[src/logic/risc8_pkg.sv]
// risc8 shared definitions
// datapath widths, instruction classes, alu op codes and status flag bits
package risc8_pkg;

	// opcode word and datapath widths
	localparam int OPCODE_W = 16;
	localparam int DATA_W = 8;
	localparam int REG_SEL_W = 5;

	// out writes land in data space just above the register file
	localparam logic [7:0] IO_OFFSET = 8'h20;

	// instruction groups as seen by the sequencer
	typedef enum logic [2:0] {
		CLS_NOP,
		CLS_ALU,
		CLS_ALU_IMM,
		CLS_RJMP,
		CLS_BRANCH,
		CLS_OUT
	} instr_class_t;

	// second stage operations
	// subtract also covers the compares, move covers LDI and MOV
	typedef enum logic [2:0] {
		ALU_ADD,
		ALU_SUB,
		ALU_AND,
		ALU_OR,
		ALU_EOR,
		ALU_MOVE
	} alu_op_t;

	// status register bit positions, bits 4-7 always read zero
	localparam int FLAG_C = 0;
	localparam int FLAG_Z = 1;
	localparam int FLAG_N = 2;
	localparam int FLAG_V = 3;

endpackage

[src/logic/risc8_decode.sv]
`timescale 1ns/100ps
// risc8 instruction decoder
// classifies the stage-1 opcode and extracts the register, constant,
// i/o and branch fields for the sequencer and the execute stage
module risc8_decode import risc8_pkg::*; (
	input logic [OPCODE_W-1:0] opcode,
	output instr_class_t cls,
	output alu_op_t alu_op,
	output logic use_carry,
	output logic store,
	output logic use_const,
	output logic [DATA_W-1:0] const_value,
	output logic [REG_SEL_W-1:0] sel_a,
	output logic [REG_SEL_W-1:0] sel_b,
	output logic [REG_SEL_W-1:0] sel_d,
	output logic [5:0] io_addr,
	output logic [2:0] branch_bit,
	output logic branch_if_set,
	output logic [11:0] offset
);
	// Rd of the full register forms, and r16-r31 of the immediate forms
	logic [REG_SEL_W-1:0] op_rd;
	logic [REG_SEL_W-1:0] op_rdi;

	assign op_rd = opcode[8:4];
	assign op_rdi = {1'b1, opcode[7:4]};

	// Rr is split around the Rd field
	assign sel_b = {opcode[9], opcode[3:0]};
	// K is split the same way in the immediate forms
	assign const_value = {opcode[11:8], opcode[3:0]};
	assign io_addr = {opcode[10:9], opcode[3:0]};
	assign branch_bit = opcode[2:0];
	// BRBS has bit 10 clear, BRBC has it set
	assign branch_if_set = !opcode[10];
	// rjmp uses all 12 bits, branch k is 7 bits widened to 12
	assign offset = (cls == CLS_BRANCH) ? {{5{opcode[9]}}, opcode[9:3]} : opcode[11:0];

	always_comb begin
		// anything unmatched runs as a no-op move without store
		cls = CLS_NOP;
		alu_op = ALU_MOVE;
		use_carry = 1'b0;
		store = 1'b0;
		use_const = 1'b0;
		sel_a = op_rd;
		sel_d = op_rd;

		casez (opcode[15:10])
		// ADD, ADC
		6'b000?11: begin
			cls = CLS_ALU;
			alu_op = ALU_ADD;
			use_carry = opcode[12];
			store = 1'b1;
		end
		// SBC, SUB, and CP which compares without a store
		6'b000?10, 6'b000101: begin
			cls = CLS_ALU;
			alu_op = ALU_SUB;
			use_carry = !opcode[12];
			store = opcode[11];
		end
		// AND, EOR, OR, MOV
		6'b0010??: begin
			cls = CLS_ALU;
			store = 1'b1;
			case (opcode[11:10])
			2'b00: alu_op = ALU_AND;
			2'b01: alu_op = ALU_EOR;
			2'b10: alu_op = ALU_OR;
			default: alu_op = ALU_MOVE;
			endcase
		end
		// CPI, SBCI, SUBI
		6'b0011??, 6'b010???: begin
			cls = CLS_ALU_IMM;
			alu_op = ALU_SUB;
			use_carry = (opcode[15:12] == 4'b0100);
			store = opcode[14];
		end
		// ORI, ANDI
		6'b011???: begin
			cls = CLS_ALU_IMM;
			alu_op = opcode[12] ? ALU_AND : ALU_OR;
			store = 1'b1;
		end
		// LDI is a move of the constant
		6'b1110??: begin
			cls = CLS_ALU_IMM;
			store = 1'b1;
		end
		6'b1100??: cls = CLS_RJMP;
		6'b11110?: cls = CLS_BRANCH;
		6'b10111?: cls = CLS_OUT;
		default: cls = CLS_NOP;
		endcase

		// immediate forms work on r16-r31 with K as the second operand
		if (cls == CLS_ALU_IMM) begin
			use_const = 1'b1;
			sel_a = op_rdi;
			sel_d = op_rdi;
		end
	end

endmodule

[src/logic/risc8_sequencer.sv]
`timescale 1ns/100ps
// risc8 sequencer
// owns the pc and the out cycle, picks the stage-1 opcode,
// resolves rjmp and branches and drives the data bus strobes
module risc8_sequencer import risc8_pkg::*; #(
	parameter int PC_WIDTH = 16
) (
	input logic clk,
	input logic reset,
	input instr_class_t cls,
	input logic [11:0] offset,
	input logic [2:0] branch_bit,
	input logic branch_if_set,
	input logic [DATA_W-1:0] next_sreg,
	input logic [5:0] io_addr,
	input logic [DATA_W-1:0] reg_a,
	input logic [OPCODE_W-1:0] cdata,
	output logic [OPCODE_W-1:0] opcode,
	output logic [PC_WIDTH-1:0] pc,
	output logic [16-1:0] data_addr,
	output logic data_wen,
	output logic [DATA_W-1:0] data_write
);
	// address of the opcode now on cdata
	logic [PC_WIDTH-1:0] pc_q;
	logic [PC_WIDTH-1:0] pc_inc;
	logic [PC_WIDTH-1:0] offset_ext;
	// high during the second cycle of out
	logic out_cycle;
	logic out_first;
	logic [OPCODE_W-1:0] prev_opcode;
	logic take_jump;

	// the second out cycle replays the latched opcode, cdata is a refetch
	assign opcode = out_cycle ? prev_opcode : cdata;
	assign out_first = (cls == CLS_OUT) && !out_cycle;

	assign pc_inc = pc_q + PC_WIDTH'(1);
	assign offset_ext = PC_WIDTH'($signed(offset));

	// branch looks at the flags the previous instruction is producing now
	assign take_jump = (cls == CLS_RJMP)
		|| ((cls == CLS_BRANCH) && (next_sreg[branch_bit] == branch_if_set));

	// pc goes straight to program memory, so a jump costs no bubble
	always_comb begin
		if (reset)
			pc = '0;
		else if (take_jump)
			pc = pc_inc + offset_ext;
		else
			pc = pc_inc;
	end

	always_ff @(posedge clk) begin
		if (reset) begin
			pc_q <= '0;
			out_cycle <= 1'b0;
		end else begin
			out_cycle <= out_first;
			// pc register holds while out waits on its register read
			if (!out_first)
				pc_q <= pc;
		end
	end

	always_ff @(posedge clk)
		prev_opcode <= opcode;

	// Rr arrives on reg_a in the second cycle
	assign data_wen = out_cycle;
	assign data_addr = 16'(io_addr) + 16'(IO_OFFSET);
	assign data_write = reg_a;

	// a bus write always belongs to the out being replayed
	assert property (@(posedge clk) disable iff (reset) data_wen |-> (cls == CLS_OUT));

endmodule

[src/logic/risc8_regs.sv]
`timescale 1ns/100ps
// risc8 register file
// 32 x 8 flops with two registered read ports and one write port,
// a read of the register being written returns the new value
module risc8_regs import risc8_pkg::*; (
	input logic clk,
	input logic reset,
	input logic [REG_SEL_W-1:0] sel_a,
	input logic [REG_SEL_W-1:0] sel_b,
	output logic [DATA_W-1:0] reg_a,
	output logic [DATA_W-1:0] reg_b,
	input logic [REG_SEL_W-1:0] wb_sel,
	input logic [DATA_W-1:0] wb_data,
	input logic wb_store
);
	logic [DATA_W-1:0] regs [2**REG_SEL_W];
	logic write_en;

	// nothing gets written while the core is held in reset
	assign write_en = wb_store && !reset;

	always_ff @(posedge clk) begin
		if (write_en)
			regs[wb_sel] <= wb_data;

		// bypass the writeback so back to back ops see fresh data
		if (write_en && (wb_sel == sel_a))
			reg_a <= wb_data;
		else
			reg_a <= regs[sel_a];

		if (write_en && (wb_sel == sel_b))
			reg_b <= wb_data;
		else
			reg_b <= regs[sel_b];
	end

endmodule

[src/logic/risc8_execute.sv]
`timescale 1ns/100ps
// risc8 execute stage
// latches the stage-1 controls, runs the alu on the register reads
// and drives writeback, keeps C/Z/N/V in the status register
module risc8_execute import risc8_pkg::*; (
	input logic clk,
	input logic reset,
	input alu_op_t alu_op,
	input logic use_carry,
	input logic store,
	input logic use_const,
	input logic [DATA_W-1:0] const_value,
	input logic [REG_SEL_W-1:0] sel_d,
	input logic [DATA_W-1:0] reg_a,
	input logic [DATA_W-1:0] reg_b,
	output logic [REG_SEL_W-1:0] wb_sel,
	output logic [DATA_W-1:0] wb_data,
	output logic wb_store,
	output logic [DATA_W-1:0] next_sreg
);
	alu_op_t op_q;
	logic carry_q;
	logic use_const_q;
	logic [DATA_W-1:0] const_q;
	logic [DATA_W-1:0] sreg;
	logic [DATA_W-1:0] opnd_b;
	logic [DATA_W:0] cin_ext;
	logic [DATA_W:0] sum;
	logic [DATA_W-1:0] result;
	logic res_zero;

	always_ff @(posedge clk) begin
		if (reset) begin
			op_q <= ALU_MOVE;
			carry_q <= 1'b0;
			use_const_q <= 1'b0;
			wb_store <= 1'b0;
			sreg <= '0;
		end else begin
			op_q <= alu_op;
			carry_q <= use_carry;
			use_const_q <= use_const;
			wb_store <= store;
			sreg <= next_sreg;
		end
	end

	always_ff @(posedge clk) begin
		const_q <= const_value;
		wb_sel <= sel_d;
	end

	// immediate forms replace Rr with K
	assign opnd_b = use_const_q ? const_q : reg_b;
	assign cin_ext = {{DATA_W{1'b0}}, carry_q & sreg[FLAG_C]};
	assign res_zero = (result == '0);
	assign wb_data = result;

	always_comb begin
		// upper status bits stay zero, flags carry over by default
		next_sreg = '0;
		next_sreg[FLAG_C] = sreg[FLAG_C];
		next_sreg[FLAG_Z] = sreg[FLAG_Z];
		next_sreg[FLAG_N] = sreg[FLAG_N];
		next_sreg[FLAG_V] = sreg[FLAG_V];
		sum = '0;
		result = opnd_b;

		case (op_q)
		ALU_ADD: begin
			sum = {1'b0, reg_a} + {1'b0, opnd_b} + cin_ext;
			result = sum[DATA_W-1:0];
			next_sreg[FLAG_C] = sum[DATA_W];
			// operands alike in sign, result not
			next_sreg[FLAG_V] = (reg_a[DATA_W-1] == opnd_b[DATA_W-1])
				&& (result[DATA_W-1] != reg_a[DATA_W-1]);
		end
		ALU_SUB: begin
			// top bit of the wide difference is the borrow
			sum = {1'b0, reg_a} - {1'b0, opnd_b} - cin_ext;
			result = sum[DATA_W-1:0];
			next_sreg[FLAG_C] = sum[DATA_W];
			next_sreg[FLAG_V] = (reg_a[DATA_W-1] != opnd_b[DATA_W-1])
				&& (result[DATA_W-1] != reg_a[DATA_W-1]);
		end
		ALU_AND: begin
			result = reg_a & opnd_b;
			next_sreg[FLAG_V] = 1'b0;
		end
		ALU_OR: begin
			result = reg_a | opnd_b;
			next_sreg[FLAG_V] = 1'b0;
		end
		ALU_EOR: begin
			result = reg_a ^ opnd_b;
			next_sreg[FLAG_V] = 1'b0;
		end
		default: result = opnd_b;
		endcase

		// move leaves Z and N alone, like the other flags
		if (op_q != ALU_MOVE) begin
			next_sreg[FLAG_N] = result[DATA_W-1];
			// sbc/sbci chain Z across bytes of a multi-byte compare
			if ((op_q == ALU_SUB) && carry_q)
				next_sreg[FLAG_Z] = res_zero && sreg[FLAG_Z];
			else
				next_sreg[FLAG_Z] = res_zero;
		end
	end

	// carry in only makes sense for the add and subtract forms
	assert property (@(posedge clk) disable iff (reset)
		use_carry |-> ((alu_op == ALU_ADD) || (alu_op == ALU_SUB)));

endmodule

[src/logic/risc8_core.sv]
`timescale 1ns/100ps
// risc8 core top level
// two stage AVR-style 8-bit pipeline, one opcode word per cycle
// in from program memory and an out-only data bus
module risc8_core import risc8_pkg::*; #(
	parameter int PC_WIDTH = 16
) (
	input logic clk,
	input logic reset,
	output logic [PC_WIDTH-1:0] pc,
	input logic [OPCODE_W-1:0] cdata,
	output logic [15:0] data_addr,
	output logic data_wen,
	output logic [DATA_W-1:0] data_write
);
	// stage 1 decode results
	logic [OPCODE_W-1:0] opcode;
	instr_class_t cls;
	alu_op_t alu_op;
	logic use_carry;
	logic store;
	logic use_const;
	logic [DATA_W-1:0] const_value;
	logic [REG_SEL_W-1:0] sel_a;
	logic [REG_SEL_W-1:0] sel_b;
	logic [REG_SEL_W-1:0] sel_d;
	logic [5:0] io_addr;
	logic [2:0] branch_bit;
	logic branch_if_set;
	logic [11:0] offset;

	// register reads and stage 2 writeback
	logic [DATA_W-1:0] reg_a;
	logic [DATA_W-1:0] reg_b;
	logic [REG_SEL_W-1:0] wb_sel;
	logic [DATA_W-1:0] wb_data;
	logic wb_store;
	logic [DATA_W-1:0] next_sreg;

	risc8_decode u_decode (
		.opcode,
		.cls, .alu_op, .use_carry, .store, .use_const, .const_value,
		.sel_a, .sel_b, .sel_d,
		.io_addr, .branch_bit, .branch_if_set, .offset
	);

	risc8_sequencer #(
		.PC_WIDTH(PC_WIDTH)
	) u_sequencer (
		.clk, .reset,
		.cls, .offset, .branch_bit, .branch_if_set, .next_sreg,
		.io_addr, .reg_a, .cdata, .opcode, .pc,
		.data_addr, .data_wen, .data_write
	);

	risc8_regs u_regs (
		.clk, .reset,
		.sel_a, .sel_b, .reg_a, .reg_b,
		.wb_sel, .wb_data, .wb_store
	);

	// next_sreg feeds back into stage 1 for the branch test
	risc8_execute u_execute (
		.clk, .reset,
		.alu_op, .use_carry, .store, .use_const, .const_value, .sel_d,
		.reg_a, .reg_b,
		.wb_sel, .wb_data, .wb_store, .next_sreg
	);

endmodule

[config.mk]
export PLATFORM = sky130hd
export DESIGN_NAME = risc8_core
export DESIGN_NICKNAME = d
export VERILOG_FILES = /design/src/logic/risc8_pkg.sv /design/src/logic/risc8_decode.sv /design/src/logic/risc8_sequencer.sv /design/src/logic/risc8_regs.sv /design/src/logic/risc8_execute.sv /design/src/logic/risc8_core.sv
export SDC_FILE = /design/constraint.sdc
export NUM_CORES = 1
export LEC_CHECK = 0
export BUFFER_PORTS_ARGS = -buffer_cell sky130_fd_sc_hd__buf_2
export CAP_MARGIN = 20
export CORE_MARGIN = 2
export CORE_UTILIZATION = 50
export CTS_CLUSTER_SIZE = 8
export DETAILED_ROUTE_END_ITERATION = 8
export GPL_TIMING_DRIVEN = 0
export PLACE_DENSITY_LB_ADDON = 0.12
export SLEW_MARGIN = 20
export SYNTH_ARGS = -nofsm -noshare
export SYNTH_HDL_FRONTEND = slang
export SYNTH_SLANG_ARGS = --single-unit
[constraint.sdc]
create_clock -name clk -period 7.6 [get_ports clk]
set_clock_uncertainty 0.05 [all_clocks]
set_input_delay 0.76 -clock clk [delete_from_list [all_inputs] [get_ports clk]]
set_output_delay 0.76 -clock clk [all_outputs]
set_load 0.03 [all_outputs]
# Word-level counts from Yosys, hierarchy flattened
# Memory sizes are Yosys's and may differ from the RTL's. A register that Yosys moved wholly into a read port is not among the register bits.
# Index checks and enable logic that the tools add are counted.
# word_totals
register_bits	56
ram_bits	256
in_bits	18
output_inout_bits	41
word_cells	95
mem_count	1
# mem_list
memory	depth	word_bits	rd	rd_clocked_by_memory_dff	wr	line	text
u_regs.regs	32	8	2	2	1	risc8_regs.sv:16	logic [DATA_W-1:0] regs [2**REG_SEL_W];
# classes
addsub	7
magnitude_cmp	1
eq_ne	28
n_mux	22
n_bitwise	4
reduce_logical	22
# op_table
operator	n
16-bit two-way mux	3
8-bit case mux with 5 select lines	1
3-bit by 2-bit equality test with 1-bit output (second input constant)	6
16-bit by 1-bit adder with 16-bit output (second input constant)	1
16-bit adder	1
4-bit OR reduction	4
3-bit case mux with 5 select lines	1
12-bit two-way mux	1
3-bit case mux with 4 select lines	1
5-bit by 2-bit equality test with 1-bit output (second input constant)	2
5-bit equality test (second input constant)	2
8-bit by 8-bit adder with 9-bit output	1
9-bit by 1-bit adder with 9-bit output	1
3-bit equality test (second input constant)	3
1-bit case mux with 3 select lines	3
3-bit case mux with 3 select lines	1
8-bit by 8-bit subtractor with 9-bit output	1
9-bit by 1-bit subtractor with 9-bit output	1
8-bit AND	1
4-bit by 2-bit equality test with 1-bit output (second input constant)	2
4-bit equality test (second input constant)	2
8-bit zero test	1
8-bit two-way mux	1
8-bit bitwise OR	1
24 further kinds	42

# Longest topological paths before layout
# Gate-level depths: netlist of the first run.
# logic_depth
depth_word	15
ltp_mapped	26

# Cells and area by module
# A second synthesis of the first run with hierarchy kept.
# hier_totals
hier_cells	1222
hier_area_um2	17999.8
# by_module_without_submodules
module	instances	cells_each	area_per_inst_um2
risc8_regs	1	528	12107.9
risc8_sequencer	1	321	2723.9
risc8_execute	1	292	2521.2
risc8_decode	1	81	646.9

# Worst setup path before layout of the first run
# Ideal clock, no wire load.
# synth_timing
path_type	register to output
start	register u_sequencer.prev_opcode[4]
end	output pc[15]
t_arrival_ns	7.104
t_required_ns	6.790
slack_ns	-0.314
stages_incl_launch_ff	24
path_buffers	5
path_cell_list	dfxtp_1 > clkbuf_1 > buf_1 > clkbuf_1 > mux4_2 > a22oi_1 > and4_1 > inv_1 > fa_1 > fa_1 > o21a_1 > o21ai_0 > and3_1 > o21ai_0 > a32oi_1 > a2111oi_0 > and4bb_1 > o221ai_2 > a2111oi_4 > or2_1 > buf_6 > buf_8 > a21o_1 > a21oi_1
# synth_between
elab_chain_cells	5
# synth_lines
element	line	text
start, declared	risc8_sequencer.sv:31	logic [OPCODE_W-1:0] prev_opcode;
start signal, assigned	risc8_sequencer.sv:68	prev_opcode <= opcode;
16-bit two-way mux	risc8_sequencer.sv:35	assign opcode = out_cycle ? prev_opcode : cdata;
12-bit two-way mux	risc8_decode.sv:37	assign offset = (cls == CLS_BRANCH) ? {{5{opcode[9]}}, opcode[9:3]} : opcode[11:0];
16-bit adder	risc8_sequencer.sv:50	pc = pc_inc + offset_ext;
16-bit two-way mux	risc8_sequencer.sv:49	else if (take_jump)
16-bit two-way mux	risc8_sequencer.sv:47	if (reset)
end, declared	risc8_core.sv:10	output logic [PC_WIDTH-1:0] pc,
# Every way passes these cells.

# Worst setup path after layout of the first run
# layout_timing
start	register u_execute.use_const_q
end	output pc[12]
# layout_between
elab_chain_cells	15
# layout_lines
element	line	text
start, declared	risc8_execute.sv:23	logic use_const_q;
start signal, assigned	risc8_execute.sv:42	use_const_q <= use_const;
8-bit two-way mux (*)	risc8_execute.sv:54	assign opnd_b = use_const_q ? const_q : reg_b;
8-bit by 8-bit subtractor with 9-bit output or 8-bit by 8-bit adder with 9-bit output (tied branches)	risc8_execute.sv:80, risc8_execute.sv:71	
9-bit by 1-bit subtractor with 9-bit output or 9-bit by 1-bit adder with 9-bit output (tied branches)	risc8_execute.sv:80, risc8_execute.sv:71	
8-bit case mux with 5 select lines (*)	risc8_execute.sv:69	case (op_q)
via u_execute.wb_data[4]	risc8_execute.sv:17	output logic [DATA_W-1:0] wb_data,
8-bit zero test (*)	risc8_execute.sv:56	assign res_zero = (result == '0);
1-bit logical AND	risc8_execute.sv:106	next_sreg[FLAG_Z] = res_zero && sreg[FLAG_Z];
1-bit two-way mux (*)	risc8_execute.sv:105	if ((op_q == ALU_SUB) && carry_q)
2-bit two-way mux (*)	risc8_execute.sv:102	if (op_q != ALU_MOVE) begin
1-bit binary-select mux with 3-bit select (*)	risc8_sequencer.sv:43	|| ((cls == CLS_BRANCH) && (next_sreg[branch_bit] == branch_if_set));
1-bit two-way mux (implied by the code) (*)	risc8_sequencer.sv:43	
1-bit equality test (*)	risc8_sequencer.sv:43	
1-bit logical AND (*)	risc8_sequencer.sv:43	
1-bit logical OR (*)	risc8_sequencer.sv:43	
16-bit two-way mux (*)	risc8_sequencer.sv:49	
16-bit two-way mux (*)	risc8_sequencer.sv:47	
# The timed path passes the listed nets; every way through them passes the cells marked *. The select of a mux whose other input is x is not followed.

==> qor.txt, run 1 <==
hold slack - 432.2 ps
fin crit period - 7315 ps
ANT nets after route - 0
most frequent cells after synthesis - edfxtp_1, mux4_2, nor2_1
Initial Util - 0.5049
Synth area leader - edfxtp_1
Worst Tran Pin Value - 1202 ps
drt first pass iters - 6
CP Launch Type - flop
initial drt markers - 1827
layout cells sized above 1 - 0.2773
Max IR drop VDD - 0.1655 mV
element type at the critical path end - output port
Leak Pwr - 7.149 nW
pin count of the biggest net entering global routing - 33
Avg Cell Area, Syn - 13.14 sq um
most numerous cell in the Yosys netlist - edfxtp_1
clock sink total - 300
number of enable flip-flop cells after synthesis - 256
count of input and output buffers - 48
fmax - 136.7 MHz
clk_lat worst skew - 550 ps
Nets - 1481
CP arrival - 6500 ps
synth unique cells - 81
total routed wirelength - 54.30 mm
Worst Path Class, Setup - flop to output port
flops & latches, synth - 300
Die W - 187.3 um
total CTS buffers - 43
Post-DP HPWL - 38.30 mm
Data required, critical path - 6790 ps
Post-DP Area - 0.01795 sq mm
async set-or-reset flop fraction in the synthesized netlist - 0
Buffers & Inverters on Critical Path - 6
hold_buf cts - 0
Reg clk slew, reported paths - 50 ps
Final setup viols - 0
Crit path largest cell delay - 520 ps
Pins Over Slew Limit - 0
DR WL/cell - 28.93 um
Seq/Total Area, Yosys - 0.5099
CTS tree - yes
Post-Syn Instances - 1279
CP Cell Sequence - clkbuf_1 -> nor2_2 -> o2111ai_1 -> o41ai_2 -> a211oi_4 -> buf_4 -> fa_2 -> fa_1 -> o21a_1 -> or3_1 -> and3_1 -> o21ai_2 -> a32oi_4 -> a2111oi_2 -> and4bb_1 -> o221ai_2 -> a2111oi_4 -> buf_4 -> or2_1 -> buf_6 -> buf_8 -> mux2i_1 -> nor2_1 -> buf_2
Clock Tree Buf Depth - 3
CTS root buf - clkbuf_16
Critical Path Most Common Cell - buf_4
worst hold path type - flop to flop
Remaining DRCs - 0
vias - 12360
Final Instance Area - 0.02000 sq mm
Power per Cell Area - 237.3 mW/mm^2
die area - 0.03509 sq mm
Mapped Area - 0.01680 sq mm
I/O pin cnt - 59
top post-synthesis cells by area - edfxtp_1, mux4_2, dfxtp_1
vias per std cell - 6.583
area grow syn2layout - 19.02%
CP delay by family, top - compound AO/OA/AOI/OAI gates
top_reg_cell synth - edfxtp_1
slowest cell on the critical path - nor2_2
Core Box Area - 0.03328 sq mm
GPL Wtd Cong - 0.9819
status - finished, final reports clean
total of warnings raised by yosys - 0
post-synth top area share - 0.4575
first-pass GRT wire length - 78.71 mm
final period utilization - 0.9625
Total GRT Usage - 0.3081
chip height - 187.3 um
Std-Cell Rows - 67
relative max-transition margin - 0.1960
Max Cap Violations - 0
final hold viol count - 0
H-tree depth - 2
Congestion Overflow GR - 0
crit path max fanout - 10
vias in the first global route - 11790
initial antenna violation count - 1
==> worst reg2reg max path, delay by kind of cell, from the launching register on <==
kind	cells	cell delay, ps
compound gates	11	2110
flops	1	360
simple gates	5	1400
fa+ha+maj	2	880
buf+inv	5	1130
==> registers in the layout, indices dropped and copies added (netlist names) <==
register	cells
u_execute.op_q	3
u_execute.sreg	4
u_execute.carry_q	1
u_sequencer.prev_opcode	9
u_regs.regs	256
u_execute.wb_sel	1
u_sequencer.pc_q	16
u_execute.use_const_q	1
u_execute.const_q	7
u_execute.wb_store	1
u_sequencer.data_wen	1
==> path summary, 6_finish.rpt <==
kind                                     from                                 to  slack, ps  cells after the start
max          u_execute.use_const_q$_SDFF_PP0_                             pc[12]        290                     24
min              u_execute.sreg[1]$_SDFF_PP0_       u_execute.sreg[1]$_SDFF_PP0_        430                      2
max reg2reg  u_execute.use_const_q$_SDFF_PP0_  u_sequencer.pc_q[14]$_SDFFE_PP0N_       1580                     23
min reg2reg      u_execute.sreg[1]$_SDFF_PP0_       u_execute.sreg[1]$_SDFF_PP0_        430                      2
==> layout make-up <==
type / count / area [sq um]
diodes: 1 / 2.502
plain buffers: 91 / 734.5
clock buffers: 55 / 1121
clock inverters: 4 / 60.06
fillers: 2609 / 13280
inverters: 60 / 225.2
multi-input cells: 830 / 8050
flip-flops and latches: 300 / 8573
well taps: 448 / 560.5
repair buffers: 88 / 670.6
==> layout by cell type, fill, tap and decap left out, types with 18 or more instances in the layout <==
cell type / netlist / final
inv_1: 58 / 58
mux4_2: 108 / 108
buf_2: 14 / 47
mux2_2: 18 / 18
edfxtp_1: 256 / 256
nand2_1: 57 / 57
ha_1: 44 / 41
nor2_1: 99 / 88
o22ai_1: 18 / 18
clkbuf_1: 46 / 40
xnor2_1: 21 / 21
dfxtp_1: 44 / 42
a21oi_1: 45 / 43
clkbuf_16: 0 / 44
o21ai_0: 43 / 37
mux2i_1: 76 / 73
buf_4: 18 / 53
==> report_power, final <==
group	total [mW]	internal, mW	leakage, nW	switching (mW)
Combinational	1.10	0.429	3.91	0.674
Sequential	1.92	1.90	2.67	0.0199
Clock	1.73	1.02	0.571	0.703
Total	4.75	3.35	7.15	1.40
==> stage by stage <==
step	util	cells	setup WS (ps)	setup TNS, ps	power [mW]
finish	0.6009	1877	285.0	0	4.746
global route	0.6009	1877	-16.28	-16.28	4.895
CTS	0.5889	1863	0.5067	0	4.689
detailed placement	0.5394	1795	-1820	-43200	2.924
global placement	0.5305	1783	-2750	-182530	2.858
floorplan	-	1287	19.88	0	2.583
==> cells by family (layout without fill, tap and decap cells) <==
family          count (synthesis)  after routing  share of synthesized area
buf+inv                       157            298                    0.04215
other cells                     1             10                  0.0002232
simple gates                  292            292                    0.08705
fa+ha+maj                      49             49                    0.03872
xor+xnor                       32             32                    0.01668
compound gates                246            246                     0.1031
flops                         300            300                     0.5099
mux                           202            202                     0.2021
==> per-layer routing <==
layer  share of wire  track usage
met1            0.41       0.4366
met2            0.45       0.4645
met3            0.11      0.07167
met4           0.039       0.1175
met5               0            0
==> what timing repair did <==
| item | in CTS | in global routing |
|---|---|---|
| pin swaps | 4 | 10 |
| hold endpoints to repair | 0 | 0 |
| endpoints found under the setup margin | 32 | 16 |
| resized for setup | 111 | 64 |
| setup buffers | 10 | 17 |
No activity file was read; power rests on OpenSTA's default activity.
==> run 2: changes to the inputs <==
--- a/config.mk
+++ b/config.mk
@@ -7,12 +7,15 @@
 export LEC_CHECK = 0
 export BUFFER_PORTS_ARGS = -buffer_cell sky130_fd_sc_hd__buf_2
 export CAP_MARGIN = 20
+export CORE_ASPECT_RATIO = 0.75
 export CORE_MARGIN = 2
 export CORE_UTILIZATION = 50
+export CTS_CLUSTER_DIAMETER = 150
 export CTS_CLUSTER_SIZE = 8
 export DETAILED_ROUTE_END_ITERATION = 8
 export GPL_TIMING_DRIVEN = 0
 export PLACE_DENSITY_LB_ADDON = 0.12
+export RECOVER_POWER = 25
 export SLEW_MARGIN = 20
 export SYNTH_ARGS = -nofsm -noshare
 export SYNTH_HDL_FRONTEND = slang
==> qor.txt, run 2 (synthesis gave the netlist of run 1 again) <==
H-tree depth - 2 (unchanged)
Most Used Layer, Global Route - met1 (was met2)
Total GRT Usage - 0.3119 (was 0.3081)
Remaining DRCs - 0 (unchanged)
clock sink total - 300 (unchanged)
Power per Cell Area - 238.2 mW/mm^2 (was 237.3 mW/mm^2)
max reg flops - 256 (unchanged)
hold slack - 437.4 ps (was 432.2 ps)
crit path max fanout - 10 (unchanged)
Largest regs - u_regs.regs x256, u_sequencer.pc_q x16, u_sequencer.prev_opcode x9 (unchanged)
CP Launch Type - flop (unchanged)
vias in the first global route - 11370 (was 11790)
Data required, critical path - 6790 ps (about the same)
die area - 0.03510 sq mm (was 0.03509 sq mm)
fmax - 133.5 MHz (was 136.7 MHz)
sequential cell area - 0.008577 sq mm (was 0.008573 sq mm)
Final setup viols - 0 (unchanged)
Nets - 1474 (was 1481)
final period utilization - 0.9853 (was 0.9625)
Biggest register - u_regs.regs (unchanged)
slowest cell on the critical path - a2111oi_4 (was nor2_2)
clk_lat worst skew - 550 ps (about the same)
Buffers & Inverters on Critical Path - 7 (was 6)
worst hold path type - flop to flop (unchanged)
pin count of the biggest net entering global routing - 35 (was 33)
Max IR drop VDD - 0.1419 mV (was 0.1655 mV)
Clock Tree Buf Depth - 3 (unchanged)
Std-Cell Rows - 58 (was 67)
element type at the critical path end - output port (unchanged)
relative max-transition margin - -0.02415 (was 0.1960)
M1 GR Usage - 0.4695 (was 0.4366)
initial drt markers - 1713 (was 1827)
fin crit period - 7488 ps (was 7315 ps)
Final Instance Area - 0.01990 sq mm (was 0.02000 sq mm)
Leak Pwr - 7.082 nW (was 7.149 nW)
chip height - 162.8 um (was 187.3 um)
I/O pin cnt - 59 (unchanged)
area grow syn2layout - 18.42% (was 19.02%)
commonest cells after routing, fill and taps aside - edfxtp_1, mux4_2, nor2_1 (unchanged)
Die W - 215.7 um (was 187.3 um)
CP arrival - 6680 ps (was 6500 ps)
total CTS buffers - 43 (unchanged)
initial antenna violation count - 1 (unchanged)
grt met2 use - 0.4317 (was 0.4645)
leading cell type in the layout, fill and taps excluded - edfxtp_1 (unchanged)
Critical Path Most Common Cell - buf_4 (unchanged)
multi-input logic area - 0.008031 sq mm (was 0.008050 sq mm)
Crit path largest cell delay - 460 ps (was 520 ps)
Max Cap Violations - 1 (was 0)
Post-DP HPWL - 39.10 mm (was 38.30 mm)
DR WL/cell - 29.14 um (was 28.93 um)
CP delay by family, top - compound AO/OA/AOI/OAI gates (unchanged)
count of input and output buffers - 48 (unchanged)
drt first pass iters - 6 (unchanged)
FILL cells - 2609 (unchanged)
Worst Tran Pin Value - 1531 ps (was 1202 ps)
status - finished with violations (was finished, final reports clean)
GPL Wtd Cong - 0.9492 (was 0.9819)
layout cells sized above 1 - 0.2730 (was 0.2773)
Post-DP Area - 0.01800 sq mm (was 0.01795 sq mm)
ANT nets after route - 0 (unchanged)
failing checks - capacitance limit, slew limit
vias per std cell - 6.539 (was 6.583)
antenna cells - 0 (was 1)
Core Box Area - 0.03331 sq mm (was 0.03328 sq mm)
met3 usage - 0.1008 (was 0.07167)
Pins Over Slew Limit - 9 (was 0)
total routed wirelength - 54.52 mm (was 54.30 mm)
Congestion Overflow GR - 0 (unchanged)
final hold viol count - 0 (unchanged)
CTS tree - yes (unchanged)
first-pass GRT wire length - 78.04 mm (was 78.71 mm)
Reg clk slew, reported paths - 50 ps (about the same)
vias - 12240 (was 12360)
CTS root buf - clkbuf_16 (unchanged)
Initial Util - 0.5044 (was 0.5049)
Worst Path Class, Setup - flop to output port (unchanged)
## run 2: changes by cell type in the layout (fill, tap and decap cells not counted), moves of 2 or more
cell      change
buf_2         -2
fa_2          +2
buf_4         -2
clkbuf_1      +2
clkbuf_4      +2
a21oi_2       +2
buf_8         -4
mux2_1        +4
nor2_1        -2
fa_1          -2
a21oi_1       -2
mux2_2        -4
## run 2: what timing repair did
action / in CTS / in global routing
setup buffers: 9 / 14
endpoints found under the hold margin: 0 / 0
cloned: 0 / 0
gates resized for setup: 111 / 61
pin swaps: 7 / 10
hold buffers: 0 / 0
endpoints found under the setup margin: 32 / 16
## run 2: area by class of cell
class / count / share of cell area
multi-input cells: 830 / 0.4037
clock buffers: 57 / 0.05672
plain buffers: 89 / 0.03647
clock inverters: 2 / 0.001949
flip-flops and latches: 300 / 0.4311
repair buffers: 83 / 0.03050
well taps: 450 / 0.02830
inverters: 60 / 0.01132
## run 2: worst paths after layout
kind / startpoint / end / slack (ps) / cells past startpoint
setup reg to reg: u_execute.const_q[0]$_DFF_P_ / u_sequencer.pc_q[14]$_SDFFE_PP0N_ / 1470 / 25
hold / removal: u_execute.sreg[2]$_SDFF_PP0_ / u_execute.sreg[2]$_SDFF_PP0_ / 440 / 2
hold reg to reg: u_execute.sreg[2]$_SDFF_PP0_ / u_execute.sreg[2]$_SDFF_PP0_ / 440 / 2
setup / recovery: u_execute.const_q[0]$_DFF_P_ / pc[5] / 110 / 26
## run 2: worst min-delay path, stage by stage, from the launching register on
cell and delay (ps):
dfxtp_1 310, nand3_1 80, a21oi_1 60
## run 2: per-layer routing
layer | part of all wire | routed length (um) | vias to the layer above
met4 | 0.029 | 1587 | 2
li1 | - | - | 5240
met3 | 0.13 | 7286 | 114
met1 | 0.43 | 23310 | 6098
met5 | 0.00022 | 12 | -
met2 | 0.41 | 22320 | 781
## run 2: power breakdown
| part | switching, mW | internal, mW |
|---|---|---|
| Clock | 0.682 | 1.05 |
| Combinational | 0.674 | 0.418 |
| Sequential | 0.0191 | 1.90 |
## run 2: stage by stage
stage / total power, mW / setup slack, ps / setup TNS [ps] / utilization / instances
after global routing: 4.888 / -19.30 / -47.85 / 0.5973 / 1871
final: 4.740 / 111.8 / 0 / 0.5973 / 1871
after CTS: 4.682 / 26.21 / 0 / 0.5893 / 1864
after global placement: 2.856 / -2333 / -136660 / 0.5302 / 1785
after floorplan: 2.583 / 19.88 / 0 / - / 1287
after detailed placement: 2.918 / -1657 / -38130 / 0.5405 / 1797
